<file path="config.mk">
export PLATFORM = sky130hd
export DESIGN_NAME = mm_apb_regs
export DESIGN_NICKNAME = d
export VERILOG_FILES = /design/src/verilog/mm_pkg.sv /design/src/verilog/mm_apb_regs.sv
export SDC_FILE = /design/constraint.sdc
export NUM_CORES = 1
export LEC_CHECK = 0
export BUFFER_PORTS_ARGS = -buffer_cell sky130_fd_sc_hd__buf_2
export CORE_ASPECT_RATIO = 1.2
export CORE_MARGIN = 3
export CORE_UTILIZATION = 25
export CTS_CLUSTER_SIZE = 20
export DETAILED_ROUTE_END_ITERATION = 6
export GPL_TIMING_DRIVEN = 0
export MAX_ROUTING_LAYER = met4
export PLACE_DENSITY = 0.48
export SLEW_MARGIN = 0
export SYNTH_ARGS = -nofsm -noshare
export SYNTH_HDL_FRONTEND = slang
export SYNTH_SLANG_ARGS = --single-unit
</file>
<file path="constraint.sdc">
create_clock -name clk -period 3.3 [get_ports clk]
set_input_delay 0.66 -clock clk [delete_from_list [all_inputs] [get_ports clk]]
set_output_delay 0.66 -clock clk [all_outputs]
set_load 0.03 [all_outputs]
</file>
<file path="src/verilog/mm_pkg.sv">
package mm_pkg;

  // APB bus and configuration register widths
  localparam int REG_DATAWIDTH     = 32;
  localparam int REG_ADDRWIDTH     = 8;
  localparam int AWIDTH            = 16;
  localparam int ADDR_STRIDE_WIDTH = 16;

  ////////////////////////////////////////////////////////////
  // Register map
  ////////////////////////////////////////////////////////////
  // Start and clear-done on write, done and busy on read
  localparam logic [REG_ADDRWIDTH-1:0] REG_STDN_TPU_ADDR        = 8'h04;
  localparam logic [REG_ADDRWIDTH-1:0] REG_MATRIX_A_ADDR        = 8'h0e;
  localparam logic [REG_ADDRWIDTH-1:0] REG_MATRIX_B_ADDR        = 8'h12;
  localparam logic [REG_ADDRWIDTH-1:0] REG_MATRIX_C_ADDR        = 8'h16;
  localparam logic [REG_ADDRWIDTH-1:0] REG_MATRIX_A_STRIDE_ADDR = 8'h28;
  localparam logic [REG_ADDRWIDTH-1:0] REG_MATRIX_B_STRIDE_ADDR = 8'h32;
  localparam logic [REG_ADDRWIDTH-1:0] REG_MATRIX_C_STRIDE_ADDR = 8'h03;

  // Host port memory select codes
  localparam logic [7:0] SEL_A = 8'd0;
  localparam logic [7:0] SEL_B = 8'd1;
  localparam logic [7:0] SEL_C = 8'd2;

  typedef enum logic [1:0] {
    APB_IDLE,
    APB_W_ENABLE,
    APB_R_ENABLE
  } apb_state_t;

  typedef enum logic [1:0] {
    CTRL_IDLE,
    CTRL_RUN,
    CTRL_DONE
  } ctrl_state_t;

endpackage

</file>
<file path="src/verilog/mm_apb_regs.sv">
`timescale 1ns/1ps

module mm_apb_regs #(
  parameter int MAT_MUL_SIZE = 4
) (
  input  logic                                 clk,
  input  logic                                 PRESETn,
  input  logic [mm_pkg::REG_ADDRWIDTH-1:0]     PADDR,
  input  logic                                 PWRITE,
  input  logic                                 PSEL,
  input  logic                                 PENABLE,
  input  logic [mm_pkg::REG_DATAWIDTH-1:0]     PWDATA,
  input  logic                                 run_done,
  output logic [mm_pkg::REG_DATAWIDTH-1:0]     PRDATA,
  output logic                                 PREADY,
  output logic                                 run_start,
  output logic [mm_pkg::AWIDTH-1:0]            address_mat_a,
  output logic [mm_pkg::AWIDTH-1:0]            address_mat_b,
  output logic [mm_pkg::AWIDTH-1:0]            address_mat_c,
  output logic [mm_pkg::ADDR_STRIDE_WIDTH-1:0] address_stride_a,
  output logic [mm_pkg::ADDR_STRIDE_WIDTH-1:0] address_stride_b,
  output logic [mm_pkg::ADDR_STRIDE_WIDTH-1:0] address_stride_c
);

  localparam int DW = mm_pkg::REG_DATAWIDTH;
  localparam int AW = mm_pkg::AWIDTH;
  localparam int SW = mm_pkg::ADDR_STRIDE_WIDTH;
  localparam logic [SW-1:0] STRIDE_ONE = 1;
  // run_start to run_done through fetch, memory, dot product and writer
  localparam int RUN_CYCLES = MAT_MUL_SIZE * MAT_MUL_SIZE + 5;

  mm_pkg::apb_state_t  apb_state;
  mm_pkg::ctrl_state_t ctrl_state;
  logic                wr_access;
  logic                rd_access;
  logic                stdn_wr;
  logic [DW-1:0]       rdata_mux;
  logic [15:0]         run_cycles;

  assign wr_access = (apb_state == mm_pkg::APB_W_ENABLE) && PSEL && PENABLE && PWRITE;
  assign rd_access = (apb_state == mm_pkg::APB_R_ENABLE) && PSEL && PENABLE && !PWRITE;
  assign stdn_wr   = wr_access && (PADDR == mm_pkg::REG_STDN_TPU_ADDR);

  ////////////////////////////////////////////////////////////
  // APB access
  ////////////////////////////////////////////////////////////
  always_ff @(posedge clk) begin
    if (!PRESETn) begin
      apb_state <= mm_pkg::APB_IDLE;
      PREADY    <= 1'b0;
      PRDATA    <= '0;
    end else begin
      PREADY <= wr_access || rd_access;
      PRDATA <= rd_access ? rdata_mux : '0;
      case (apb_state)
        mm_pkg::APB_IDLE: begin
          if (PSEL) begin
            apb_state <= PWRITE ? mm_pkg::APB_W_ENABLE : mm_pkg::APB_R_ENABLE;
          end
        end
        default: apb_state <= mm_pkg::APB_IDLE;
      endcase
    end
  end

  always_ff @(posedge clk) begin
    if (!PRESETn) begin
      address_mat_a    <= '0;
      address_mat_b    <= '0;
      address_mat_c    <= '0;
      address_stride_a <= STRIDE_ONE;
      address_stride_b <= STRIDE_ONE;
      address_stride_c <= STRIDE_ONE;
    end else if (wr_access) begin
      case (PADDR)
        mm_pkg::REG_MATRIX_A_ADDR:        address_mat_a    <= PWDATA[AW-1:0];
        mm_pkg::REG_MATRIX_B_ADDR:        address_mat_b    <= PWDATA[AW-1:0];
        mm_pkg::REG_MATRIX_C_ADDR:        address_mat_c    <= PWDATA[AW-1:0];
        mm_pkg::REG_MATRIX_A_STRIDE_ADDR: address_stride_a <= PWDATA[SW-1:0];
        mm_pkg::REG_MATRIX_B_STRIDE_ADDR: address_stride_b <= PWDATA[SW-1:0];
        mm_pkg::REG_MATRIX_C_STRIDE_ADDR: address_stride_c <= PWDATA[SW-1:0];
        default: ;
      endcase
    end
  end

  // Undefined addresses read zero
  always_comb begin
    rdata_mux = '0;
    case (PADDR)
      mm_pkg::REG_STDN_TPU_ADDR: begin
        rdata_mux[DW-1] = (ctrl_state == mm_pkg::CTRL_DONE);
        rdata_mux[0]    = (ctrl_state == mm_pkg::CTRL_RUN);
      end
      mm_pkg::REG_MATRIX_A_ADDR:        rdata_mux[AW-1:0] = address_mat_a;
      mm_pkg::REG_MATRIX_B_ADDR:        rdata_mux[AW-1:0] = address_mat_b;
      mm_pkg::REG_MATRIX_C_ADDR:        rdata_mux[AW-1:0] = address_mat_c;
      mm_pkg::REG_MATRIX_A_STRIDE_ADDR: rdata_mux[SW-1:0] = address_stride_a;
      mm_pkg::REG_MATRIX_B_STRIDE_ADDR: rdata_mux[SW-1:0] = address_stride_b;
      mm_pkg::REG_MATRIX_C_STRIDE_ADDR: rdata_mux[SW-1:0] = address_stride_c;
      default: ;
    endcase
  end

  ////////////////////////////////////////////////////////////
  // Run control
  ////////////////////////////////////////////////////////////
  always_ff @(posedge clk) begin
    if (!PRESETn) begin
      ctrl_state <= mm_pkg::CTRL_IDLE;
      run_start  <= 1'b0;
      run_cycles <= '0;
    end else begin
      run_start <= 1'b0;
      case (ctrl_state)
        mm_pkg::CTRL_IDLE: begin
          if (stdn_wr && PWDATA[0]) begin
            ctrl_state <= mm_pkg::CTRL_RUN;
            run_start  <= 1'b1;
            run_cycles <= '0;
          end
        end
        mm_pkg::CTRL_RUN: begin
          run_cycles <= run_cycles + 16'd1;
          if (run_done) begin
            ctrl_state <= mm_pkg::CTRL_DONE;
          end
        end
        mm_pkg::CTRL_DONE: begin
          if (stdn_wr && PWDATA[DW-1]) begin
            ctrl_state <= mm_pkg::CTRL_IDLE;
          end
        end
        default: ctrl_state <= mm_pkg::CTRL_IDLE;
      endcase
    end
  end

  a_pready_pulse: assert property (@(posedge clk) disable iff (!PRESETn)
    PREADY |=> !PREADY);

  // Pipeline depth is fixed so done comes at a known cycle
  a_run_latency: assert property (@(posedge clk) disable iff (!PRESETn)
    run_done |-> ctrl_state == mm_pkg::CTRL_RUN && run_cycles == RUN_CYCLES);

endmodule

</file>
==> qor.txt <==
Cell Area, Synth: 0.00550 mm^2
Drt drc: 0
Core box area: 0.0213 mm^2
Fin worst setup slack: 1220 ps
Root Buffer: clkbuf_16
Post-CTS repair timing setup buffer count: 0
Chip Height: 168 um
Fin util: 0.337
Fin cells: 1021
Post-DP HPWL: 15300 um
H-tree levels: 4
Endpoints failing setup: 0
First-pass DRT Iterations: 4
GR Util All Layers: 0.176
CP arrival: 2420 ps
Place WS: 821 ps
Die W: 141 um
Worst-margin pin slew: 715 ps
Ys Warns: 0
Net switching power: 0.825 mW
Setup_tns: 0 ps
Synth top area cells: dfxtp_1, mux2i_1, nor2b_1
Average wire per standard cell: 20.3 um
Internal: 2.61 mW
CTS Buffer Depth: 2
Kind of critical path: in -> reg
Fillers: 2220
Cells after synthesis: 564
CP Capture Type: register
Cells after DPL: 989
Share of cells above drive strength 1: 0.318
DRT iter0 DRCs: 224
RSZ-0062 raised after global routing: no
# clock sinks: 119
Power, Total: 3.44 mW
Synthesized area per cell: 9.75 um^2
Sw frac: 0.240
Vias/cell: 4.74
Sequential power share: 0.419
Post-synth EDFFs: 0
Clock skew: 9.39 ps
Initial core utilization: 0.259
CTS Hold Buffers Added: 0
Final WL: 20700 um
Top-count cell post-synth: dfxtp_1
Global-route wire length before repair: 30600 um
Area growth syn-to-layout: 30.5%
Fin. Hold Viols: 0
IO Count: 176
Post-synth ARST share: 0
Area of the die: 0.0238 mm^2
Number of global-route vias before repair: 4682
Flops & latches, synth: 119
Hold Crit Class: in -> reg
Cell taking the most area after synthesis: dfxtp_1
Clock Latency Late Sink: 420 ps
Post-CTS resize count: 0
Outcome: finished, final reports clean
Antenna violations before repair: 0
FP Rows: 58
CTS buffer count: 17
CTS tree: yes
Comb pwr share: 0.056
Part of the Yosys area used for sequential elements: 0.433
Vias: 4841
Final slew viol count: 0
Final min period: 2080 ps
Pwr Density: 479 mW/mm^2
Max cap viols: 0
Yosys cell types: 44
Number of port buffers: 141
Reg clk slew, reported paths: 60 ps
Fin nets: 784
Overflow after GRT: 0
CP Data Required Time: 3640 ps
GP Congestion: 0.850
Clock power frac: 0.525
Most frequent cells after synthesis: dfxtp_1, mux2i_1, nand2_1, nor2b_1, nand3_1
Slew HR: 0.523
Synth top area share: 0.433
Routed Antenna Nets: 0
Max rail drop VDD: 0.370 mV
Largest net degree at the start of global routing: 17
Final worst-path cycle share: 0.631
Pleak: 3.27 nW
Synth Flop Type: dfxtp_1
N_diodes: 0
Startpoint Class: input port
Max Freq: 480 MHz
CP Max Fanout: 10
## cells by family after synthesis
| group | Yosys count | share of synthesized area |
|---|---|---|
| flops | 119 | 0.433 |
| other cells | 1 | 0.000682 |
| mux | 79 | 0.147 |
| simple gates | 188 | 0.204 |
| compound gates | 114 | 0.145 |
| buf+inv | 63 | 0.0708 |
## worst max-delay path, cell delays in order
cell and delay (ps):
buf_2 150, and3b_1 210, clkbuf_1 230, clkbuf_1 590, a22o_1 220, a22oi_1 140
a21oi_1 210
## metal layers
| layer | track usage | part of all wire | vias up |
|---|---|---|---|
| met1 | 0.224 | 0.45 | 2324 |
| met3 | 0.0353 | 0.054 | 17 |
| li1 | - | - | 2340 |
| met4 | 0.0593 | 0.017 | 0 |
| met5 | - | 0 | - |
| met2 | 0.281 | 0.48 | 160 |
## registers in the layout, summed over array words and instances, names as in the netlist
name	flops
PRDATA	17
PREADY	1
address_mat_a	16
address_mat_b	16
address_mat_c	16
address_stride_a	16
address_stride_b	16
address_stride_c	16
apb_state	2
ctrl_state	2
run_start	1
## cell usage in the layout, fill, tap and decap left out, drive strengths merged, types with 2 or more instances in the layout
cell / count
clkinvlp: 6
mux2: 13
o21ai: 19
inv: 2
dfxtp: 119
nor3b: 5
mux2i: 66
nand3: 40
a22oi: 26
nor2: 5
conb: 15
buf: 180
and3: 3
and4b: 3
nor4: 2
and2: 3
a21boi: 31
a22o: 14
nand4: 6
nand2: 57
a32oi: 2
nor2b: 50
and3b: 2
a21oi: 15
a32o: 2
clkinv: 4
a31oi: 3
clkbuf: 43
nor4b: 6
## through the flow
step | area, um^2 | hold slack [ps]
floorplan | 5550 | 471
global placement | 6600 | 456
detailed placement | 6600 | 467
CTS | 7170 | 423
global route | 7170 | 445
finish | 7170 | 441
## power groups by stage
stage          sequential [mW]  combinational, mW  clock [mW]
2_1_floorplan             1.47              0.111           0
3_3_place_gp              1.47              0.194           0
3_5_place_dp              1.47              0.193           0
4_1_cts                   1.44              0.193        1.84
5_1_grt                   1.44              0.207        1.90
6_report                  1.44              0.193        1.80
## path summary, 6_finish.rpt
kind	startpoint	end	slack, ps	depth (start not counted)
worst min-delay path	PWRITE	apb_state[1]$_SDFFE_PN0P_	440	2
worst max-delay path	PADDR[3]	PRDATA[5]$_SDFF_PN0_	1220	7
worst max register to register	apb_state[1]$_SDFFE_PN0P_	ctrl_state[0]$_SDFFE_PN0P_	1320	7
worst min register to register	address_mat_b[1]$_SDFFE_PN0P_	address_mat_b[1]$_SDFFE_PN0P_	470	2
## area by class of cell
cell class	count	area (um^2)	share of cell area
Inverter	2	7.51	0.00105
Buffer	61	382	0.0532
Tap cell	270	338	0.0471
Clock buffer	21	480	0.0670
Multi-Input combinational cell	396	2780	0.388
Timing Repair Buffer	141	706	0.0984
Clock inverter	11	98.8	0.0138
Sequential cell	119	2380	0.332
(Power assumes the default switching activity.)
