<file path="src/verilog/mm_dot_product.sv">
`timescale 1ns/1ps

module mm_dot_product #(
  parameter int MAT_MUL_SIZE = 4,
  parameter int DWIDTH       = 8
) (
  input  logic                              clk,
  input  logic                              PRESETn,
  input  logic                              in_valid,
  input  logic [$clog2(MAT_MUL_SIZE)-1:0]   in_row,
  input  logic [$clog2(MAT_MUL_SIZE)-1:0]   in_col,
  input  logic [MAT_MUL_SIZE*DWIDTH-1:0]    a_row,
  input  logic [MAT_MUL_SIZE*DWIDTH-1:0]    b_col,
  output logic                              out_valid,
  output logic [$clog2(MAT_MUL_SIZE)-1:0]   out_row,
  output logic [$clog2(MAT_MUL_SIZE)-1:0]   out_col,
  output logic [DWIDTH-1:0]                 result
);

  localparam int IW = $clog2(MAT_MUL_SIZE);

  // Only the low DWIDTH bits of each product reach the truncated sum
  logic [DWIDTH-1:0] prod [MAT_MUL_SIZE];
  logic [DWIDTH-1:0] sum;
  logic              valid_s1;
  logic [IW-1:0]     row_s1;
  logic [IW-1:0]     col_s1;

  always_comb begin
    sum = '0;
    for (int k = 0; k < MAT_MUL_SIZE; k++) begin
      sum = sum + prod[k];
    end
  end

  always_ff @(posedge clk) begin
    for (int k = 0; k < MAT_MUL_SIZE; k++) begin
      prod[k] <= a_row[k*DWIDTH +: DWIDTH] * b_col[k*DWIDTH +: DWIDTH];
    end
    row_s1  <= in_row;
    col_s1  <= in_col;
    result  <= sum;
    out_row <= row_s1;
    out_col <= col_s1;
  end

  always_ff @(posedge clk) begin
    if (!PRESETn) begin
      valid_s1  <= 1'b0;
      out_valid <= 1'b0;
    end else begin
      valid_s1  <= in_valid;
      out_valid <= valid_s1;
    end
  end

endmodule

</file>
<file path="config.mk">
export PLATFORM = sky130hd
export DESIGN_NAME = mm_dot_product
export DESIGN_NICKNAME = d
export VERILOG_FILES = /design/src/verilog/mm_dot_product.sv
export SDC_FILE = /design/constraint.sdc
export NUM_CORES = 1
export LEC_CHECK = 0
export BUFFER_PORTS_ARGS = -buffer_cell sky130_fd_sc_hd__buf_2
export CAP_MARGIN = 20
export CELL_PAD_IN_SITES_DETAIL_PLACEMENT = 1
export CELL_PAD_IN_SITES_GLOBAL_PLACEMENT = 1
export CORE_MARGIN = 10
export CORE_UTILIZATION = 48
export DETAILED_ROUTE_END_ITERATION = 6
export PLACE_DENSITY = 0.87
export SLEW_MARGIN = 15
export SYNTH_ARGS = -nofsm -noshare
export SYNTH_HDL_FRONTEND = slang
export SYNTH_SLANG_ARGS = --single-unit
export TNS_END_PERCENT = 30
</file>
<file path="constraint.sdc">
create_clock -name clk -period 4.85 [get_ports clk]
set_input_delay 0.485 -clock clk [delete_from_list [all_inputs] [get_ports clk]]
set_output_delay 0.485 -clock clk [all_outputs]
set_load 0.01 [all_outputs]
</file>
==> results of run 1 <==
final cells by class:
cell class                      instances  area share (%)
Tap cell                              136            2.94
Clock inverter                          2           0.173
Sequential cell                        50            17.3
Inverter                              115            7.46
Clock buffer                            5            1.19
Multi-Input combinational cell        377            63.8
Timing Repair Buffer                   83            7.18
through the flow:
step	power, W	cell area (um2)	utilization, %	instances	setup WS [ns]
after floorplan	0.00194	5120	-	542	1.43
after global placement	0.00225	5710	55.1	761	1.22
after detailed placement	0.00241	5710	55.1	761	1.12
after CTS	0.00266	5790	55.8	768	1.43
after global routing	0.00291	5790	55.8	768	1.27
final	0.00261	5790	55.8	768	1.47
cell families after synthesis:
logic type / after synthesis / synth area share, %
AOI/OAI and AO/OA: 24 / 2.93
xor gates and xnor gates: 74 / 12.6
adders and majority gates: 133 / 41.6
buffers and inverters: 115 / 8.42
DFF: 50 / 19.5
and+or+nand+nor: 146 / 14.9
state kept, by name (all words and copies together), names as in the netlist:
register / flops
out_row: 2
valid_s1: 1
out_col: 2
row_s1: 2
prod: 32
out_valid: 1
col_s1: 2
result: 8
worst min-delay path by stage:
stage | cells after the start | start | slack [ns] | to
floorplan | 0 | col_s1[0] | 0.31 | out_col[0]
global placement | 0 | col_s1[0] | 0.31 | out_col[0]
detailed placement | 0 | row_s1[1] | 0.32 | out_row[1]
CTS | 1 | in_row[0] | 0.28 | row_s1[0]
global route | 1 | in_col[1] | 0.26 | col_s1[1]
finish | 1 | in_row[0] | 0.28 | row_s1[0]
per-layer routing:
metal | GRT usage (%) | routed length (um)
met5 | 0 | 0
met4 | 4.29 | 212
met3 | 2.92 | 462
met2 | 31.6 | 6460
met1 | 19.8 | 5230
cell usage after synthesis, drive strengths merged:
cell	n
and2	86
fa	62
xor2	15
ha	71
o21bai	2
inv	115
a21oi	12
nand2	60
a21o	10
dfxtp	50
xnor2	59
power by group:
part | internal [W] | leakage (nW) | total, W | switching (W)
sequential | 0.000571 | 0.421 | 0.000620 | 0.0000497
clock | 0.0000970 | 0.0438 | 0.000228 | 0.000131
combinational | 0.000834 | 2.59 | 0.00176 | 0.000929
total | 0.00150 | 3.06 | 0.00261 | 0.00111
cell usage in the layout, fill, tap and decap left out, drive strengths merged, types with 12 or more instances in the layout:
| cell | instances |
|---|---|
| a21oi | 12 |
| and2 | 86 |
| buf | 83 |
| dfxtp | 50 |
| fa | 62 |
| ha | 71 |
| inv | 115 |
| nand2 | 60 |
| xnor2 | 59 |
| xor2 | 15 |
worst max-delay path, cell delays in order:
cell and delay (ns):
buf_2 0.17, and2_1 0.18, fa_1 0.20, inv_1 0.07
fa_1 0.55, inv_1 0.05, ha_1 0.27, inv_1 0.06
fa_1 0.53, inv_1 0.04, ha_1 0.34, a21o_1 0.19
a21oi_1 0.19, xnor2_1 0.15, xnor2_1 0.13
==> results by group, run 1 <==
Critical path
  • FF-to-FF setup slack: 1.77 ns
  • CP startpoint: a_row[24]
  • Critical setup path kind: input port to flop
  • Worst Path Arrival: 3.63 ns
  • Critical path peak fanout: 8
  • Reg-to-reg critical path endpoint: result[7]
  • Crit path capture type: flop
  • Reg2Reg Launch Point: prod[3][1]
  • Worst r2r path cells: 11
  • Crit path to: prod[3][7]
  • Startpoint type of the worst setup path: input port
  • Critical path required time: 5.09 ns

Logic synthesis
  • Mapped Cells: 542
  • Cell Area, Synth: 5120 um2
  • Seq/Total Area, Yosys: 19.5%
  • Yosys reg bits: 50
  • Syn Area/Cell: 9.45 um2
  • Largest cells by area after synthesis: fa_1 (24%), dfxtp_1 (20%), ha_1 (17%)
  • Yosys warns: 0
  • Synthesized Nets: 746
  • Largest area contributor in the netlist: fa_1
  • Library cells used by synthesis: 11
  • Yosys top cell area share: 24.2%

Clock tree
  • Post-CTS resize count: 0
  • Clk_lat worst skew: 0.30 ns
  • Clock buffers created by TritonCTS: 5
  • TritonCTS clock tree: yes
  • Clock-pin slew on the worst setup and hold paths: 0.09 ns
  • CTS Sinks: 50
  • CTS Buffer Depth: 2
  • Hold_buf cts: 0
  • Root Buffer: clkbuf_8
  • H-tree depth: 2
  • Setup Buffers After CTS: 0

Timing
  • Max frequency: 296 MHz
  • Fin Hold WS: 0.280 ns
  • Crit share post-route: 69.7%
  • Worst-Margin Slew: 0.273 ns
  • Count of final hold-check violations: 0
  • Slew headroom: 81.7%
  • Pins Over Slew Limit: 0
  • RSZ-0062 raised after global routing: no
  • Setup TNS: 0 ns
  • Setup-failing EPs final: 0
  • Clock skew: 0.00875 ns
  • Tmin final: 3.38 ns

Detailed routing
  • Initial DRC count: 109
  • Via Count: 3716
  • Final ANT Viol Nets: 0
  • Vias per inst: 4.84
  • DRC errors left: 0
  • Final WL: 12400 um
  • Drt pass-1 iters: 4
  • Routed len/inst: 16.1 um

Placement
  • IO Port Bufs: 83
  • Detailed Place HPWL: 11100 um
  • RePlAce Congestion: 0.904

Floorplan
  • Initial Utilization: 49.4%
  • I/O pin cnt: 84
  • Die height: 123 um
  • Die X: 123 um
  • Core footprint: 10400 um2
  • Die ar.: 15200 um2
  • Row count: 37

Pwr
  • Peak supply drop: 473 uV
  • Leakage power: 3.06 nW
  • PwrDens: 451 nW/um2

Global routing
  • Total gr overflow: 0
  • First-pass GRT wire length: 21000 um
  • Largest net degree at the start of global routing: 15
  • Vias in the first global route: 4478
  • Total GRT Usage: 17.0%
  • Initial antenna violation count: 0

Final layout
  • FF+latch area: 1000 um2
  • Area taken by multi-input logic gates: 3690 um2
  • Layout Nets: 836
  • Layout cell share with drive strength beyond 1: 14.2%
  • Synthesis-to-layout area growth: 13.0%
  • Fillers: 1253
  • # diodes: 0

Job
  • Max cap viols: 0

Status
  • Run status: completed

Worst hold path
  • Hold WC Path Type: input port to flop
Note: power is estimated with default switching activity, not from simulation.
==> run 2, diff against run 1 <==
- CORE_UTILIZATION: 48 -> 45
- PLACE_DENSITY: 0.87 -> 0.83
- clock period: 4.85 -> 3.3 ns (I/O delays scaled with it)
==> run 2 against run 1 <==
- core utilization grew 1.5 points
- sequential power grew 49%
- final area grew 8.8%
- critical endpoint is now prod[0][7]
==> results by group, run 2 (synthesized netlist as in run 1, its figures left out) <==
Status
  • Run status: completed

Clock tree
  • H-tree depth: 2
  • CTS Buffer Depth: 2
  • Clock buffers created by TritonCTS: 5
  • Hold_buf cts: 0
  • TritonCTS clock tree: yes
  • Root Buffer: clkbuf_16
  • Clock-pin slew on the worst setup and hold paths: 0.07 ns
  • CTS Sinks: 50
  • Clk_lat worst skew: 0.30 ns

Worst hold path
  • Worst Hold Launch: in_row[0]
  • Hold WC Path Type: input port to flop
  • Worst Hold Path EP: row_s1[0]
  • Hold Path Depth: 1

Pwr
  • Clk pwr share: 13.4%
  • P_sw: 0.00181 W
  • Int Pwr: 0.00258 W
  • Sequential Power Share: 21.1%
  • Net Sw Frac: 41.2%
  • Peak supply drop: 656 uV
  • Leakage power: 3.34 nW
  • Gate power share: 65.5%
  • PwrDens: 697 nW/um2

Timing
  • Pins Over Slew Limit: 0
  • Clock skew: 0.0133 ns
  • Setup TNS: 0 ns
  • Setup-failing EPs final: 0
  • Final worst setup slack: 0.108 ns
  • Tmin final: 3.19 ns
  • Max frequency: 313 MHz
  • Worst-Margin Slew: 0.349 ns
  • Crit share post-route: 96.7%
  • Slew headroom: 76.6%
  • Fin Hold WS: 0.138 ns
  • Count of final hold-check violations: 0

Detailed routing
  • Final ANT Viol Nets: 0
  • Drt pass-1 iters: 4
  • Vias per inst: 4.78
  • Initial DRC count: 87
  • Routed len/inst: 17.5 um
  • Final WL: 14200 um
  • Via Count: 3897
  • DRC errors left: 0

Global routing
  • Largest net degree at the start of global routing: 16
  • Initial antenna violation count: 0
  • Total gr overflow: 0
  • First-pass GRT wire length: 22300 um
  • Vias in the first global route: 4797
  • Total GRT Usage: 16.8%

Critical path
  • Critical path required time: 3.52 ns
  • Reg2Reg Launch Point: prod[3][1]
  • Crit path capture type: flop
  • Worst r2r path cells: 11
  • Critical path peak fanout: 4
  • Worst Path Arrival: 3.41 ns
  • FF-to-FF setup slack: 0.23 ns
  • Reg-to-reg critical path endpoint: result[7]
  • CP max stage delay: 0.54 ns
  • Startpoint type of the worst setup path: input port
  • Critical setup path kind: input port to flop
  • Most frequent CP cell: fa_1
  • Cell breakdown of the critical path: buf_2, and2_1, fa_1, inv_1, fa_1, fa_1, fa_1, inv_1, ha_1, a21oi_2, xnor2_2, xnor2_1
  • Critical-path top delay cell: fa_1

Job
  • Max cap viols: 0

Final layout
  • Layout cell share with drive strength beyond 1: 22.1%
  • Layout Nets: 878
  • Biggest register: prod
  • Largest registers: prod x32, result x8
  • Most common cell after layout, fill and taps aside: inv_1
  • Commonest cells after routing, fill and taps aside: inv_1 (115), and2_1 (86), buf_2 (83)
  • Synthesis-to-layout area growth: 22.9%
  • # diodes: 0
  • Max reg flops: 32

Placement
  • IO Port Bufs: 83
  • Worst Setup Slack post-DPL: -0.275 ns
  • RePlAce Congestion: 0.865
  • Detailed Place HPWL: 11400 um

Floorplan
  • Row count: 38
  • Core footprint: 11000 um2
  • I/O pin cnt: 84
  • Die ar.: 16100 um2
  • Initial Utilization: 46.7%
  • Die height: 127 um
  • Die X: 127 um
run 2: cell count changes in the layout (fill, tap and decap cells not counted), sizes merged:
cell | previous run | this run
bufinv | 0 | 1
buf | 83 | 125
run 2: worst max path at each step:
stage	slack (ns)	endpoint	from
after floorplan	0.04	prod[0][7]	b_col[4]
after global placement	-0.13	prod[0][7]	b_col[4]
after detailed placement	-0.28	prod[0][7]	b_col[4]
after CTS	0.01	prod[2][7]	b_col[18]
after global routing	-0.009	prod[1][7]	b_col[10]
final	0.11	prod[0][7]	b_col[4]
run 2: what timing repair did:
action | CTS | global route
buffers inserted | 0 | 0
resized for setup | 2 | 15
endpoints found under the setup margin | 1 | 3
pin swaps | 1 | 9
run 2: worst max-delay path: cells and delay by family:
| family | cells | cell delay [ns] |
|---|---|---|
| AOI/OAI and AO/OA | 1 | 0.19 |
| xor gates and xnor gates | 2 | 0.29 |
| adders and majority gates | 5 | 2.17 |
| buffers and inverters | 3 | 0.25 |
| and+or+nand+nor | 1 | 0.18 |
run 2: power groups by stage:
stage / clock (W) / combinational [W] / sequential [W]
2_1_floorplan: 0 / 0.00192 / 0.000929
3_3_place_gp: 0 / 0.00251 / 0.000920
3_5_place_dp: 0 / 0.00273 / 0.000930
4_1_cts: 0.000593 / 0.00283 / 0.000924
5_1_grt: 0.000624 / 0.00324 / 0.000940
6_report: 0.000588 / 0.00287 / 0.000925
run 2: area by class of cell:
type                            count  area (um2)
Sequential cell                    50        1000
Timing Repair Buffer              125         731
Tap cell                          140         175
Clock inverter                      3        40.0
Clock buffer                        5         125
Fill cell                        1300        4690
Multi-Input combinational cell    377        3790
Inverter                          115         432
run 2: routing by layer:
layer | vias up | track usage (%) | part of all wire [%]
li1 | 1876 | - | -
met2 | 88 | 32.6 | 55
met1 | 1913 | 18.1 | 40
met3 | 20 | 2.83 | 3.9
met4 | 0 | 4.42 | 1.5
met5 | - | 0 | 0
run 2: through the flow:
step	util, %	total power [W]	instance area (um2)	instances
after global placement	54.9	0.00343	6030	807
after detailed placement	54.9	0.00366	6030	807
after global routing	57.3	0.00480	6300	815
after CTS	56.5	0.00434	6200	815
final	57.3	0.00439	6300	815
after floorplan	-	0.00285	5120	542
==> run 3, diff against run 2 <==
- ABC_AREA: not set -> 1
- CELL_PAD_IN_SITES_DETAIL_PLACEMENT: 1 -> 0
- CORE_UTILIZATION: 45 -> 43
==> run 3 against run 2 <==
- final cell count rose by 39%
- via count rose by 24%
- power down 1.8%
- highest routed layer unchanged
- sequential cell count stayed put
==> results by group, run 3 <==
Status
  • Run status: completed

Detailed routing
  • DRC errors left: 0
  • Initial DRC count: 164
  • Vias per inst: 4.28
  • Final ANT Viol Nets: 0
  • Final WL: 12000 um
  • Routed len/inst: 10.6 um
  • Drt pass-1 iters: 4
  • Via Count: 4845

Logic synthesis
  • Main combinational cell family by area after synthesis: adder cells
  • Largest area contributor in the netlist: fa_1
  • Yosys warns: 0
  • Post-synth EDFFs: 0
  • Cell Area, Synth: 5780 um2
  • Library cells used by synthesis: 20
  • Post-synth top cells: nand2_1 (267), inv_1 (241), ha_1 (71), fa_1 (62), dfxtp_1 (50)
  • Synthesized Nets: 1015
  • Fraction of the mapped netlist area in adder cells: 36.9%
  • Yosys reg bits: 50
  • Ys flop type: dfxtp_1
  • Async set-reset flop share out of synthesis: 0%
  • Count leader, synth: nand2_1
  • Mapped Cells: 811
  • Post-synthesis simple-gate area fraction: 23.5%
  • Mux cell area share after synthesis: 0%
  • Yosys top cell area share: 21.5%
  • Syn Area/Cell: 7.12 um2
  • Largest cells by area after synthesis: fa_1 (21%), nand2_1 (17%), dfxtp_1 (17%)
  • Compound-Gate Fraction of Synth Area: 1.08%
  • Seq/Total Area, Yosys: 17.3%
  • Post-Synth XOR/XNOR Area: 4.25%

Clock tree
  • CTS Buffer Depth: 2
  • Clock buffers created by TritonCTS: 5
  • Clock-pin slew on the worst setup and hold paths: 0.06 ns
  • Root Buffer: clkbuf_16
  • Clk_lat worst skew: 0.29 ns
  • H-tree depth: 2
  • CTS Sinks: 50
  • TritonCTS clock tree: yes
  • Hold_buf cts: 0

Floorplan
  • Initial Utilization: 43.8%
  • Row count: 42
  • Core footprint: 13200 um2
  • Die ar.: 18500 um2
  • Die X: 136 um
  • Die height: 136 um
  • I/O pin cnt: 84

Final layout
  • Layout cell share with drive strength beyond 1: 21.8%
  • Largest registers: prod x32, result x8
  • Max reg flops: 32
  • # diodes: 0
  • Biggest register: prod
  • Commonest cells after routing, fill and taps aside: nand2_1 (256), inv_1 (228), buf_2 (79)
  • Synthesis-to-layout area growth: 25.1%
  • FF+latch area: 1000 um2
  • Fillers: 1288
  • Layout Nets: 1160
  • Area taken by multi-input logic gates: 3970 um2
  • Most common cell after layout, fill and taps aside: nand2_1

Critical path
  • Critical path required time: 3.48 ns
  • Reg2Reg Launch Point: prod[1][1]
  • CP max stage delay: 0.55 ns
  • Worst r2r path cells: 10
  • Worst Path Arrival: 3.41 ns
  • Cell breakdown of the critical path: buf_2, buf_6, nand2_2, inv_2, fa_1, ha_4, fa_1, inv_2, fa_1, inv_2, ha_4, nand2_2, nand2_1, a21oi_2, inv_1, nand2_1, nand2_1, nand2_1, nand2_1, nand2_1, nand2_1
  • Reg-to-reg critical path endpoint: result[7]
  • FF-to-FF setup slack: 0.76 ns
  • Critical-path top delay cell: fa_1
  • Critical setup path kind: input port to flop
  • Crit path capture type: flop
  • Most frequent CP cell: nand2_1
  • Startpoint type of the worst setup path: input port
  • Critical path peak fanout: 4

Global routing
  • Vias in the first global route: 4860
  • Total GRT Usage: 13.3%
  • Initial antenna violation count: 0
  • Total gr overflow: 0
  • First-pass GRT wire length: 21000 um
  • Largest net degree at the start of global routing: 16

Worst hold path
  • Worst Hold Launch: in_row[1]
  • Hold Path Depth: 1
  • Hold WC Path Type: input port to flop
  • Worst Hold Path EP: row_s1[1]

Placement
  • RePlAce Congestion: 0.796
  • Detailed Place HPWL: 10700 um
  • IO Port Bufs: 83

Timing
  • Max frequency: 309 MHz
  • Clock skew: 0.00737 ns
  • RSZ-0062 raised after global routing: yes
  • Pins Over Slew Limit: 0
  • Crit share post-route: 97.9%
  • Count of final hold-check violations: 0
  • Worst-Margin Slew: 0.267 ns
  • Slew headroom: 82.1%
  • Setup TNS: 0 ns
  • Setup-failing EPs final: 0
  • Tmin final: 3.23 ns

Pwr
  • Peak supply drop: 647 uV
  • PwrDens: 596 nW/um2
  • Leakage power: 4.60 nW
  • Total power: 0.00431 W

Job
  • Max cap viols: 0
run 3: report_power, final:
part,switching (W),internal (W),leakage [nW]
Sequential,0.0000732,0.000831,0.421
Clock,0.000212,0.000300,0.0729
Combinational,0.00157,0.00132,4.11
run 3: timing repair:
item / CTS / global route
resized for setup: 0 / 48
pin swaps: 2 / 32
cloned: 0 / 0
buffers inserted: 0 / 4
endpoints found under the setup margin: 1 / 4
run 3: final cells by class:
cell class,count,area share [%]
Multi-Input combinational cell,505,54.9
Sequential cell,50,13.8
Timing Repair Buffer,150,13.5
Inverter,244,12.7
Tap cell,176,3.05
Clock buffer,6,1.92
Clock inverter,2,0.173
run 3: worst max-delay path, delay by kind of cell:
| family | cells | cell delay [ns] |
|---|---|---|
| AO/OA/AOI/OAI | 1 | 0.12 |
| AND/OR/NAND/NOR | 9 | 0.50 |
| adder cells (fa/ha/maj) | 5 | 2.04 |
| buffers and inverters | 6 | 0.42 |
run 3: layer usage:
metal / GRT usage, % / routed length [um]
met1: 17.5 / 5620
met2: 23.0 / 5840
met3: 2.32 / 459
met4: 1.42 / 44
met5: 0 / 0
run 3: worst max-delay path by stage:
stage,cells past startpoint,startpoint,to
global placement,20,a_row[2],prod[0][7]
finish,21,b_col[19],prod[2][7]
CTS,20,a_row[2],prod[0][7]
global route,20,b_col[19],prod[2][7]
floorplan,19,b_col[4],prod[0][7]
detailed placement,20,b_col[4],prod[0][7]
run 3: cells by family (layout without fill, tap and decap cells):
group                      after synthesis  in the layout
and+or+nand+nor                        332            332
buffers and inverters                  256            402
adders and majority gates              133            133
DFF                                     50             50
xor gates and xnor gates                28             28
AOI/OAI and AO/OA                       12             12
run 3: per-stage QoR:
stage	util [%]	setup slack, ns	hold WS [ns]	instance area (um2)	std cells
CTS	53.5	0.00626	0.139	7060	1129
global route	54.8	-0.0909	0.134	7230	1133
floorplan	-	-0.0489	0.310	5860	811
detailed placement	52.4	-0.333	0.315	6910	1121
global placement	52.4	-0.250	0.312	6910	1121
finish	54.8	0.0680	0.144	7230	1133
