File: config.mk
export PLATFORM = sky130hd
export DESIGN_NAME = mm_operand_fetch
export DESIGN_NICKNAME = d
export VERILOG_FILES = /design/src/verilog/mm_pkg.sv /design/src/verilog/mm_operand_fetch.sv
export SDC_FILE = /design/constraint.sdc
export NUM_CORES = 1
export LEC_CHECK = 0
export BUFFER_PORTS_ARGS = -buffer_cell sky130_fd_sc_hd__buf_2
export CORE_MARGIN = 1
export CORE_UTILIZATION = 38
export DETAILED_ROUTE_END_ITERATION = 10
export HOLD_SLACK_MARGIN = 0.12
export PLACE_DENSITY = 0.76
export SYNTH_ARGS = -nofsm -noshare
export SYNTH_HDL_FRONTEND = slang
export SYNTH_SLANG_ARGS = --single-unit
File: constraint.sdc
create_clock -name clk -period 4.55 [get_ports clk]
set_input_delay 1.365 -clock clk [delete_from_list [all_inputs] [get_ports clk]]
set_output_delay 1.365 -clock clk [all_outputs]
set_load 0.01 [all_outputs]
File: src/verilog/mm_pkg.sv
package mm_pkg;

  // APB bus and configuration register widths
  localparam int REG_DATAWIDTH     = 32;
  localparam int REG_ADDRWIDTH     = 8;
  localparam int AWIDTH            = 16;
  localparam int ADDR_STRIDE_WIDTH = 16;

  ////////////////////////////////////////////////////////////
  // Register map
  ////////////////////////////////////////////////////////////
  // Start and clear-done on write, done and busy on read
  localparam logic [REG_ADDRWIDTH-1:0] REG_STDN_TPU_ADDR        = 8'h04;
  localparam logic [REG_ADDRWIDTH-1:0] REG_MATRIX_A_ADDR        = 8'h0e;
  localparam logic [REG_ADDRWIDTH-1:0] REG_MATRIX_B_ADDR        = 8'h12;
  localparam logic [REG_ADDRWIDTH-1:0] REG_MATRIX_C_ADDR        = 8'h16;
  localparam logic [REG_ADDRWIDTH-1:0] REG_MATRIX_A_STRIDE_ADDR = 8'h28;
  localparam logic [REG_ADDRWIDTH-1:0] REG_MATRIX_B_STRIDE_ADDR = 8'h32;
  localparam logic [REG_ADDRWIDTH-1:0] REG_MATRIX_C_STRIDE_ADDR = 8'h03;

  // Host port memory select codes
  localparam logic [7:0] SEL_A = 8'd0;
  localparam logic [7:0] SEL_B = 8'd1;
  localparam logic [7:0] SEL_C = 8'd2;

  typedef enum logic [1:0] {
    APB_IDLE,
    APB_W_ENABLE,
    APB_R_ENABLE
  } apb_state_t;

  typedef enum logic [1:0] {
    CTRL_IDLE,
    CTRL_RUN,
    CTRL_DONE
  } ctrl_state_t;

endpackage

File: src/verilog/mm_operand_fetch.sv
`timescale 1ns/1ps

module mm_operand_fetch #(
  parameter int MAT_MUL_SIZE = 4,
  parameter int RAM_AWIDTH   = 8
) (
  input  logic                                 clk,
  input  logic                                 PRESETn,
  input  logic                                 run_start,
  input  logic [mm_pkg::AWIDTH-1:0]            address_mat_a,
  input  logic [mm_pkg::AWIDTH-1:0]            address_mat_b,
  input  logic [mm_pkg::ADDR_STRIDE_WIDTH-1:0] address_stride_a,
  input  logic [mm_pkg::ADDR_STRIDE_WIDTH-1:0] address_stride_b,
  output logic [RAM_AWIDTH-1:0]                a_addr,
  output logic [RAM_AWIDTH-1:0]                b_addr,
  output logic                                 fetch_valid,
  output logic [$clog2(MAT_MUL_SIZE)-1:0]      fetch_row,
  output logic [$clog2(MAT_MUL_SIZE)-1:0]      fetch_col
);

  localparam int IW = $clog2(MAT_MUL_SIZE);
  localparam int AW = mm_pkg::AWIDTH;
  localparam logic [IW-1:0] LAST = IW'(MAT_MUL_SIZE - 1);

  logic          busy;
  logic [IW-1:0] row;
  logic [IW-1:0] col;
  logic [AW-1:0] a_full;
  logic [AW-1:0] b_full;

  // A word is row i and B word is column j since B is transposed
  assign a_full = address_mat_a + AW'(row) * address_stride_a;
  assign b_full = address_mat_b + AW'(col) * address_stride_b;
  assign a_addr = a_full[RAM_AWIDTH-1:0];
  assign b_addr = b_full[RAM_AWIDTH-1:0];

  // Row major walk with column as inner index
  always_ff @(posedge clk) begin
    if (!PRESETn) begin
      busy        <= 1'b0;
      row         <= '0;
      col         <= '0;
      fetch_valid <= 1'b0;
    end else begin
      fetch_valid <= busy;
      if (run_start) begin
        busy <= 1'b1;
        row  <= '0;
        col  <= '0;
      end else if (busy) begin
        col <= col + 1'b1;
        if (col == LAST) begin
          col <= '0;
          row <= row + 1'b1;
          busy <= (row != LAST);
        end
      end
    end
  end

  // Tags follow the read data out of the memories
  always_ff @(posedge clk) begin
    fetch_row <= row;
    fetch_col <= col;
  end

  a_no_restart: assert property (@(posedge clk) disable iff (!PRESETn)
    run_start |-> !busy);

endmodule

==> key figures, run 1 <==
Worst setup path
  • Peak fanout along the critical path: 2
  • Req. time, crit path: 3.18 ns
  • Worst path slowest cell: fa_1
  • Max stage delay on crit path: 0.45 ns
  • Crit end category: output port
  • Worst path bufs/invs: 2
  • Startpoint type of the worst setup path: primary input
  • Top delay family on crit path: adder cells
  • Crit path DAT: 3.40 ns
  • Crit-path cells: buf_6, and2_4, fa_1, ha_2, fa_2, a211oi_2, o21bai_1, a21oi_1, xnor2_1, buf_2
  • Crit path kind: primary input to output port

Worst hold path
  • Worst hold path type: flop to flop

Route
  • Final wirelength: 2.782 mm
  • Via density: 4.494
  • DR WL/cell: 10.34 um
  • Initial DRC count: 21
  • ANT nets after route: 0
  • First-pass iteration count of the detailed router: 3
  • Via count: 1209
  • # DRC: 0

Cells and area
  • Layout Cells excl Fill: 269
  • Synthesis-to-layout area growth: 40.47%
  • Share of layout cells above drive strength 1: 0.4395
  • Multi-input combinational cell area: 0.001114 sq mm
  • Ant. Diodes: 0
  • Filler Cell Count: 308
  • Reg area: 200.2 sq um
  • Fin nets: 322

Flow run
  • Max-cap viol count: 0

Clock tree
  • Clk pin slew, worst setup/hold paths: 0.06 ns
  • Clk sink count: 10
  • Clk root buf: clkbuf_4
  • Total CTS buffers: 3
  • Maximum root-to-sink buffer count: 2
  • CTS tree: done
  • Htree depth: 1
  • Later-pin clock latency in the skew report: 0.26 ns

STA
  • RSZ-0062 raised after global routing: true
  • Final hold vios: 0
  • Fin crit period: 4.762 ns
  • Final hold slack: 0.5051 ns
  • Final Cycle Share: 1.047
  • Max-slew violation count: 0
  • Final setup vio count: 4
  • Fin worst setup slack: -0.2118 ns
  • FMAX: 210.0 MHz
  • Worst Tran Pin Value: 0.3891 ns
  • Rel. slew slack: 0.7403
  • Clock Skews: 0.002894 ns

Synthesis
  • Mapped Cells: 156
  • Yosys synthesis warning count: 0
  • Cell variety after synth: 29
  • FFs w/ async S/R, synth: 0
  • Top FF cell, synth: dfxtp_1
  • Register area share after synthesis: 0.1502
  • Synthesized flop and latch total: 10
  • Synth area leader: fa_1
  • Syn_area_per_cell: 8.542 sq um
  • Synth Cell Area: 0.001333 sq mm
  • Post-synth EDFFs: 0
  • Post-synth top area share: 0.2103
  • Top cells by area, synth: fa_1 21%, dfxtp_1 15%, ha_1 15%
  • Mapped Nets: 253

Power
  • PD cells: 129.5 mW/mm^2
  • Leakage power figure: 0.9587 nW
  • Worst vdd ir: 74.46 uV

Placement
  • Placement Setup Slack: -0.4392 ns
  • Placed insts: 264
  • GP Congestion: 0.8247
  • Number of port buffers: 55
  • Detailed Place HPWL: 2.332 mm

Global routing
  • GR Util All Layers: 0.1593
  • GR Overflow Total: 0
  • Largest net degree at the start of global routing: 13
  • Vias in the first global route: 1164
  • First-pass GRT wire length: 4.574 mm
  • Initial antenna violation count: 0

Floorplan
  • Initial core utilization: 0.3993
  • Die ar.: 0.003747 sq mm
  • DIE WIDTH: 61.22 um
  • Die Y: 61.22 um
  • Ports: 88
  • Core area: 0.003337 sq mm
  • Rows: 21

Run status
  • Outcome: complete, but fails checks
  • Violated checks: setup timing
kinds of logic after synthesis:
logic type                 after synthesis  synth area share
and+or+nand+nor                         52            0.1972
adders and majority gates               30            0.3606
buffers and inverters                   27           0.08451
AOI/OAI and AO/OA                       20           0.09484
xor gates and xnor gates                16            0.1052
DFF                                     10            0.1502
muxes                                    1          0.007512
cell usage after synthesis, types with 2 or more instances:
library cell	n
inv_1	25
nand2_1	23
ha_1	16
fa_1	14
xnor2_1	14
and2_1	13
a21oi_1	10
dfxtp_1	10
nor2_1	6
nor2b_1	3
o211ai_1	2
o21ai_0	2
xor2_1	2
routing by layer:
metal | up-vias | track usage | wire length (um)
met1 | 539 | 0.1770 | 1117
met3 | 3 | 0.01471 | 162
met4 | 0 | 0.03896 | 21
li1 | 624 | - | -
met5 | - | 0 | 0
met2 | 43 | 0.3199 | 1481
power by group:
| group | internal (mW) | switching [mW] | leakage (nW) |
|---|---|---|---|
| combinational | 0.0493 | 0.0451 | 0.864 |
| sequential | 0.0896 | 0.00171 | 0.0813 |
| clock | 0.0303 | 0.0263 | 0.0138 |
| total | 0.169 | 0.0731 | 0.959 |
layout by cell type, fill, tap and decap left out, types with 6 or more instances in the layout:
cell     instances
ha_1            12
xnor2_1         12
nor2_1           6
nand2_1         22
dfxtp_1         10
and2_1           8
fa_1            10
buf_2           52
buf_4            9
inv_1           23
worst reg2reg max path, cell delays in order, from the launching register on:
cell and delay [ns]:
dfxtp_1 0.54, ha_1 0.28, nand2_1 0.10, xor2_1 0.15, nor2_1 0.08
area by class of cell:
class / count / share of cell area
Tap cell: 46 / 0.03075
Inverter: 25 / 0.05013
Multi-Input combinational cell: 119 / 0.5949
Sequential cell: 10 / 0.1070
Timing Repair Buffer: 66 / 0.2052
Clock buffer: 3 / 0.01203
repair_timing:
item / 4_1_cts / 5_1_grt
buffers inserted: 3 / 0
setup endpoints to repair: 7 / 7
resized for setup: 18 / 9
pin swaps: 22 / 8
hold buffers: 0 / 0
endpoints found under the hold margin: 0 / 0
worst paths after layout:
kind / startpoint / to / slack, ns / depth (start not counted)
worst max-delay path: address_stride_a[1] / a_addr[7] / -0.21 / 10
worst max register to register: col[1]$_SDFFE_PP0P_ / row[0]$_SDFFE_PP0P_ / 3.35 / 4
worst min register to register: row[1]$_SDFFE_PP0P_ / fetch_row[1]$_DFF_P_ / 0.51 / 0
worst min-delay path: row[1]$_SDFFE_PP0P_ / fetch_row[1]$_DFF_P_ / 0.51 / 0
per-stage QoR:
step | area [sq um] | TNS (ns) | power, mW | utilization
floorplan | 1343 | -0.02657 | 0.1420 | -
global placement | 1724 | -1.184 | 0.1780 | 0.5167
detailed placement | 1724 | -1.323 | 0.1805 | 0.5167
CTS | 1827 | -0.8189 | 0.2422 | 0.5474
global route | 1872 | -1.141 | 0.2612 | 0.5609
finish | 1872 | -0.6788 | 0.2423 | 0.5609
state kept, by name, summed over array words and instances (netlist names):
signal,cells
fetch_col,2
row,2
busy,1
fetch_valid,1
fetch_row,2
col,2
Power figures use the tool's default switching activity.
==> run 2: changes to the inputs <==
--- a/config.mk
+++ b/config.mk
@@ -5,9 +5,10 @@
 export SDC_FILE = /design/constraint.sdc
 export NUM_CORES = 1
 export LEC_CHECK = 0
+export ABC_AREA = 1
 export BUFFER_PORTS_ARGS = -buffer_cell sky130_fd_sc_hd__buf_2
 export CORE_MARGIN = 1
-export CORE_UTILIZATION = 38
+export CORE_UTILIZATION = 40
 export DETAILED_ROUTE_END_ITERATION = 10
 export HOLD_SLACK_MARGIN = 0.12
 export PLACE_DENSITY = 0.76
==> key figures, run 2 <==
Synthesis
  • Post-synth top area share: 0.1867
  • Syn_area_per_cell: 6.558 sq um
  • Register area share after synthesis: 0.1293
  • Synth Cell Area: 0.001548 sq mm
  • Synthesized flop and latch total: 10
  • Top FF cell, synth: dfxtp_1
  • Mapped Nets: 333
  • Synth area leader: nand2_1
  • Post-synth EDFFs: 0
  • Yosys synthesis warning count: 0
  • Mapped Cells: 236
  • Cell variety after synth: 22
  • Synth cell count leaders: 77 x nand2_1, 59 x inv_1, 17 x nand3_1
  • Top cells by area, synth: nand2_1 19%, fa_1 18%, inv_1 14%
  • FFs w/ async S/R, synth: 0
  • Most frequent cell after synthesis: nand2_1

Worst setup path
  • Crit-path cells: buf_2, nand2_2, inv_2, fa_1, ha_2, inv_2, fa_2, inv_1, nand2_1, nand3_2, inv_2, nand2_1, nand2_1, buf_2
  • Crit path kind: primary input to output port
  • Worst setup endpoint: b_addr[7]
  • Req. time, crit path: 3.18 ns
  • R2r setup slk: 3.19 ns
  • Worst path slowest cell: fa_1
  • WP depth: 14
  • Max stage delay on crit path: 0.48 ns
  • Worst r2r dst: row[0]$_SDFFE_PP0P_
  • Worst path bufs/invs: 6
  • Top delay family on crit path: adder cells
  • Crit end category: output port
  • Peak fanout along the critical path: 3
  • R2r worst-path depth: 4
  • CP Launch Point: address_stride_b[0]
  • Startpoint type of the worst setup path: primary input
  • Crit path DAT: 3.13 ns
  • Worst flop-to-flop path startpoint: col[1]$_SDFFE_PP0P_

STA
  • Final hold slack: 0.5384 ns
  • Clock Skews: 0.004766 ns
  • Final setup vio count: 0
  • Fin crit period: 4.496 ns
  • Worst Tran Pin Value: 0.5090 ns
  • Final Cycle Share: 0.9882
  • FMAX: 222.4 MHz
  • Rel. slew slack: 0.6602
  • Total negative setup slack: 0 ns
  • Max-slew violation count: 0
  • Final hold vios: 0
  • RSZ-0062 raised after global routing: true

Worst hold path
  • Worst hold path type: flop to flop

Route
  • ANT nets after route: 0
  • Via density: 4.429
  • Via count: 1519
  • DR WL/cell: 8.948 um
  • Final wirelength: 3.069 mm
  • # DRC: 0
  • Initial DRC count: 53
  • First-pass iteration count of the detailed router: 4

Placement
  • Detailed Place HPWL: 2.559 mm
  • Number of port buffers: 55
  • GP Congestion: 0.7983
  • Placed insts: 338
  • DP Area: 0.001874 sq mm

Power
  • PD cells: 154.4 mW/mm^2
  • Worst vdd ir: 100.7 uV
  • Leakage power figure: 1.286 nW

Clock tree
  • Total CTS buffers: 3
  • Clk sink count: 10
  • Htree depth: 1
  • # hold bufs at CTS: 0
  • Clk pin slew, worst setup/hold paths: 0.05 ns
  • Maximum root-to-sink buffer count: 2
  • CTS tree: done
  • Later-pin clock latency in the skew report: 0.23 ns
  • Clk root buf: clkbuf_8

Cells and area
  • Synthesis-to-layout area growth: 29.18%
  • Multi-input combinational cell area: 0.001132 sq mm
  • Filler Cell Count: 380
  • Fin area: 0.001999 sq mm
  • Share of layout cells above drive strength 1: 0.2881
  • Core Util, Final: 0.5421
  • Reg area: 200.2 sq um
  • Layout Cells excl Fill: 343
  • Ant. Diodes: 0
  • Commonest cells after routing, fill and taps aside: 75 x nand2_1, 56 x inv_1, 54 x buf_2, 16 x nand3_1
  • Fin nets: 393
  • Most common cell after layout, fill and taps aside: nand2_1

Global routing
  • Vias in the first global route: 1343
  • GR Overflow Total: 0
  • Initial antenna violation count: 0
  • Largest net degree at the start of global routing: 15
  • GR Util All Layers: 0.1590
  • First-pass GRT wire length: 5.244 mm

Flow run
  • Max-cap viol count: 0

Floorplan
  • Die ar.: 0.004122 sq mm
  • DIE WIDTH: 64.21 um
  • Ports: 88
  • Die Y: 64.21 um
  • Rows: 22
  • Core area: 0.003689 sq mm
  • Initial core utilization: 0.4196

Run status
  • Outcome: finished, final reports clean
## run 2: what timing repair did
action / in CTS / in global routing
pin swaps: 1 / 9
resized for setup: 2 / 14
setup endpoints to repair: 4 / 5
buffers inserted: 0 / 1
## run 2: cell type report
| type | instances | area share |
|---|---|---|
| timing repair buffer | 60 | 0.1596 |
| multi-input combinational | 159 | 0.5663 |
| inverter | 62 | 0.1164 |
| clock buffer | 4 | 0.02753 |
| tap | 48 | 0.03004 |
| sequential | 10 | 0.1001 |
## run 2: worst min-delay path by stage
stage | startpoint | end | slack [ns] | cells past startpoint
6_report | busy$_SDFF_PN0_ | fetch_valid$_SDFF_PN0_ | 0.54 | 2
5_1_grt | row[1]$_SDFFE_PP0P_ | fetch_row[1]$_DFF_P_ | 0.57 | 0
4_1_cts | busy$_SDFF_PN0_ | fetch_valid$_SDFF_PN0_ | 0.54 | 2
3_5_place_dp | busy$_SDFF_PN0_ | fetch_valid$_SDFF_PN0_ | 0.52 | 2
3_3_place_gp | busy$_SDFF_PN0_ | fetch_valid$_SDFF_PN0_ | 0.51 | 2
2_1_floorplan | col[1]$_SDFFE_PP0P_ | fetch_col[1]$_DFF_P_ | 0.35 | 0
## run 2: through the flow
stage / total power, mW / worst slack, ns
3_5_place_dp: 0.1973 / -0.04966
5_1_grt: 0.3326 / -0.06729
6_report: 0.3088 / 0.05386
2_1_floorplan: 0.1573 / 0.1881
4_1_cts: 0.3072 / 0.01701
3_3_place_gp: 0.1947 / -0.04289
## run 2: per-layer routing
layer	up-vias	share of wire	track usage
li1	821	-	-
met5	-	0	0
met3	4	0.049	0.05000
met4	0	0.0072	0.02222
met1	666	0.44	0.1832
met2	28	0.51	0.2912
## run 2: tightest hold or removal path, delay by kind of cell, from the launching register on
family	cells	cell delay (ns)
buf+inv	1	0.03
flops	1	0.37
simple gates	1	0.09
## run 2: cell families (layout without fill, tap and decap cells)
| kind of cell | after synthesis | in the layout | synth area share |
|---|---|---|---|
| AND/OR/NAND/NOR | 110 | 110 | 0.3032 |
| buffers and inverters | 67 | 126 | 0.1754 |
| adder cells (fa/ha/maj) | 30 | 30 | 0.3104 |
| AO/OA/AOI/OAI | 12 | 12 | 0.04204 |
| flip-flops | 10 | 10 | 0.1293 |
| XOR/XNOR | 7 | 7 | 0.03961 |
## run 2: report_power, final
part / switching [mW] / total [mW] / internal [mW]
registers: 0.00459 / 0.0951 / 0.0905
logic: 0.0577 / 0.106 / 0.0483
clock network: 0.0320 / 0.108 / 0.0758
==> run 3: changes to the inputs <==
--- a/config.mk
+++ b/config.mk
@@ -12,6 +12,7 @@
 export DETAILED_ROUTE_END_ITERATION = 10
 export HOLD_SLACK_MARGIN = 0.12
 export PLACE_DENSITY = 0.76
+export RECOVER_POWER = 50
 export SYNTH_ARGS = -nofsm -noshare
 export SYNTH_HDL_FRONTEND = slang
 export SYNTH_SLANG_ARGS = --single-unit
==> key figures, run 3 (same netlist as run 2, synthesis figures left out) <==
Run status
  • Outcome: finished, final reports clean

Clock tree
  • Htree depth: 1
  • # hold bufs at CTS: 0
  • Later-pin clock latency in the skew report: 0.23 ns
  • CTS tree: done
  • Clk pin slew, worst setup/hold paths: 0.05 ns
  • Total CTS buffers: 3
  • Clk root buf: clkbuf_8
  • Maximum root-to-sink buffer count: 2
  • Clk sink count: 10

Cells and area
  • Synthesis-to-layout area growth: 28.70%
  • Share of layout cells above drive strength 1: 0.2678
  • Commonest cells after routing, fill and taps aside: 75 x nand2_1, 56 x inv_1, 48 x buf_2, 16 x nand3_1
  • Fin nets: 393
  • Filler Cell Count: 383
  • Most common cell after layout, fill and taps aside: nand2_1
  • Ant. Diodes: 0
  • Fin area: 0.001992 sq mm

STA
  • RSZ-0062 raised after global routing: true
  • Final hold vios: 0
  • Rel. slew slack: 0.6602
  • Fin worst setup slack: 0.05386 ns
  • Final setup vio count: 0
  • Fin crit period: 4.496 ns
  • Total negative setup slack: 0 ns
  • Worst Tran Pin Value: 0.5090 ns
  • FMAX: 222.4 MHz
  • Max-slew violation count: 0
  • Final Cycle Share: 0.9882
  • Clock Skews: 0.004762 ns

Route
  • Final wirelength: 3.077 mm
  • # DRC: 0
  • Via density: 4.429
  • ANT nets after route: 0
  • Initial DRC count: 51
  • Via count: 1519
  • First-pass iteration count of the detailed router: 4
  • DR WL/cell: 8.971 um

Worst setup path
  • Crit path kind: primary input to output port
  • R2r setup slk: 3.19 ns
  • Startpoint type of the worst setup path: primary input
  • Worst path slowest cell: fa_1
  • Max stage delay on crit path: 0.48 ns
  • Req. time, crit path: 3.18 ns
  • Crit path DAT: 3.13 ns
  • Peak fanout along the critical path: 3
  • Crit end category: output port
  • Crit-path cells: buf_2, nand2_2, inv_2, fa_1, ha_2, inv_2, fa_2, inv_1, nand2_1, nand3_2, inv_2, nand2_1, nand2_1, buf_2

Floorplan
  • Die Y: 64.21 um
  • DIE WIDTH: 64.21 um
  • Die ar.: 0.004122 sq mm
  • Core area: 0.003689 sq mm
  • Initial core utilization: 0.4196
  • Rows: 22
  • Ports: 88

Global routing
  • Vias in the first global route: 1343
  • First-pass GRT wire length: 5.244 mm
  • Largest net degree at the start of global routing: 15
  • GR Util All Layers: 0.1590
  • Initial antenna violation count: 0
  • GR Overflow Total: 0

Placement
  • Detailed Place HPWL: 2.559 mm
  • Placement Setup Slack: -0.04966 ns
  • GP Congestion: 0.7983
  • DP Area: 0.001874 sq mm
  • Number of port buffers: 55

Power
  • PD cells: 154.8 mW/mm^2
  • Worst vdd ir: 100.0 uV
  • Leakage power figure: 1.264 nW

Worst hold path
  • Worst hold path type: flop to flop

Flow run
  • Max-cap viol count: 0
-- run 3: cell types whose count changed in the layout (fill, tap and decap cells not counted) --
cell | previous run | this run
clkbuf_1 | 0 | 6
buf_2 | 54 | 48
-- run 3: report_power, final --
part / internal [mW] / switching, mW
Sequential: 0.0905 / 0.00464
Combinational: 0.0477 / 0.0577
Clock: 0.0758 / 0.0319
-- run 3: final cells by class --
cell class | instances | area (sq um) | share of cell area
tap | 48 | 60.06 | 0.03015
sequential | 10 | 200.2 | 0.1005
multi-input combinational | 159 | 1132 | 0.5685
clock buffer | 4 | 55.05 | 0.02764
timing repair buffer | 60 | 311.5 | 0.1564
inverter | 62 | 232.7 | 0.1168
-- run 3: per-stage QoR --
stage                     instances  total power [mW]  hold WS [ns]  utilization
after floorplan                 236            0.1573        0.3550            -
after global placement          338            0.1947        0.5125       0.5081
after detailed placement        338            0.1973        0.5244       0.5081
after CTS                       342            0.3072        0.5394       0.5244
after global routing            343            0.3321        0.5686       0.5400
final                           343            0.3083        0.5384       0.5400
-- run 3: worst paths after layout --
kind                             from                endpoint  depth (start not counted)
hold / removal        busy$_SDFF_PN0_  fetch_valid$_SDFF_PN0_                          2
setup reg to reg  col[1]$_SDFFE_PP0P_     row[0]$_SDFFE_PP0P_                          4
setup / recovery  address_stride_b[0]               b_addr[7]                         14
hold reg to reg       busy$_SDFF_PN0_  fetch_valid$_SDFF_PN0_                          2
-- run 3: routing by layer --
metal	up-vias	GRT usage	part of all wire
met5	-	0	0
met4	0	0.02222	0.0071
met3	4	0.05000	0.050
met2	28	0.2912	0.51
met1	666	0.1832	0.44
li1	821	-	-
-- run 3: critical path, delay by kind of cell --
kind,cells,cell delay [ns]
adder cells (fa/ha/maj),3,1.04
buffers and inverters,6,0.42
AND/OR/NAND/NOR,5,0.30
-- run 3: what timing repair did --
item | in CTS | in global routing
buffers inserted | 0 | 1
pin swaps | 1 | 9
gates resized for setup | 2 | 14
endpoints found under the hold margin | 0 | 0
setup endpoints to repair | 4 | 5
cloned | 0 | 0
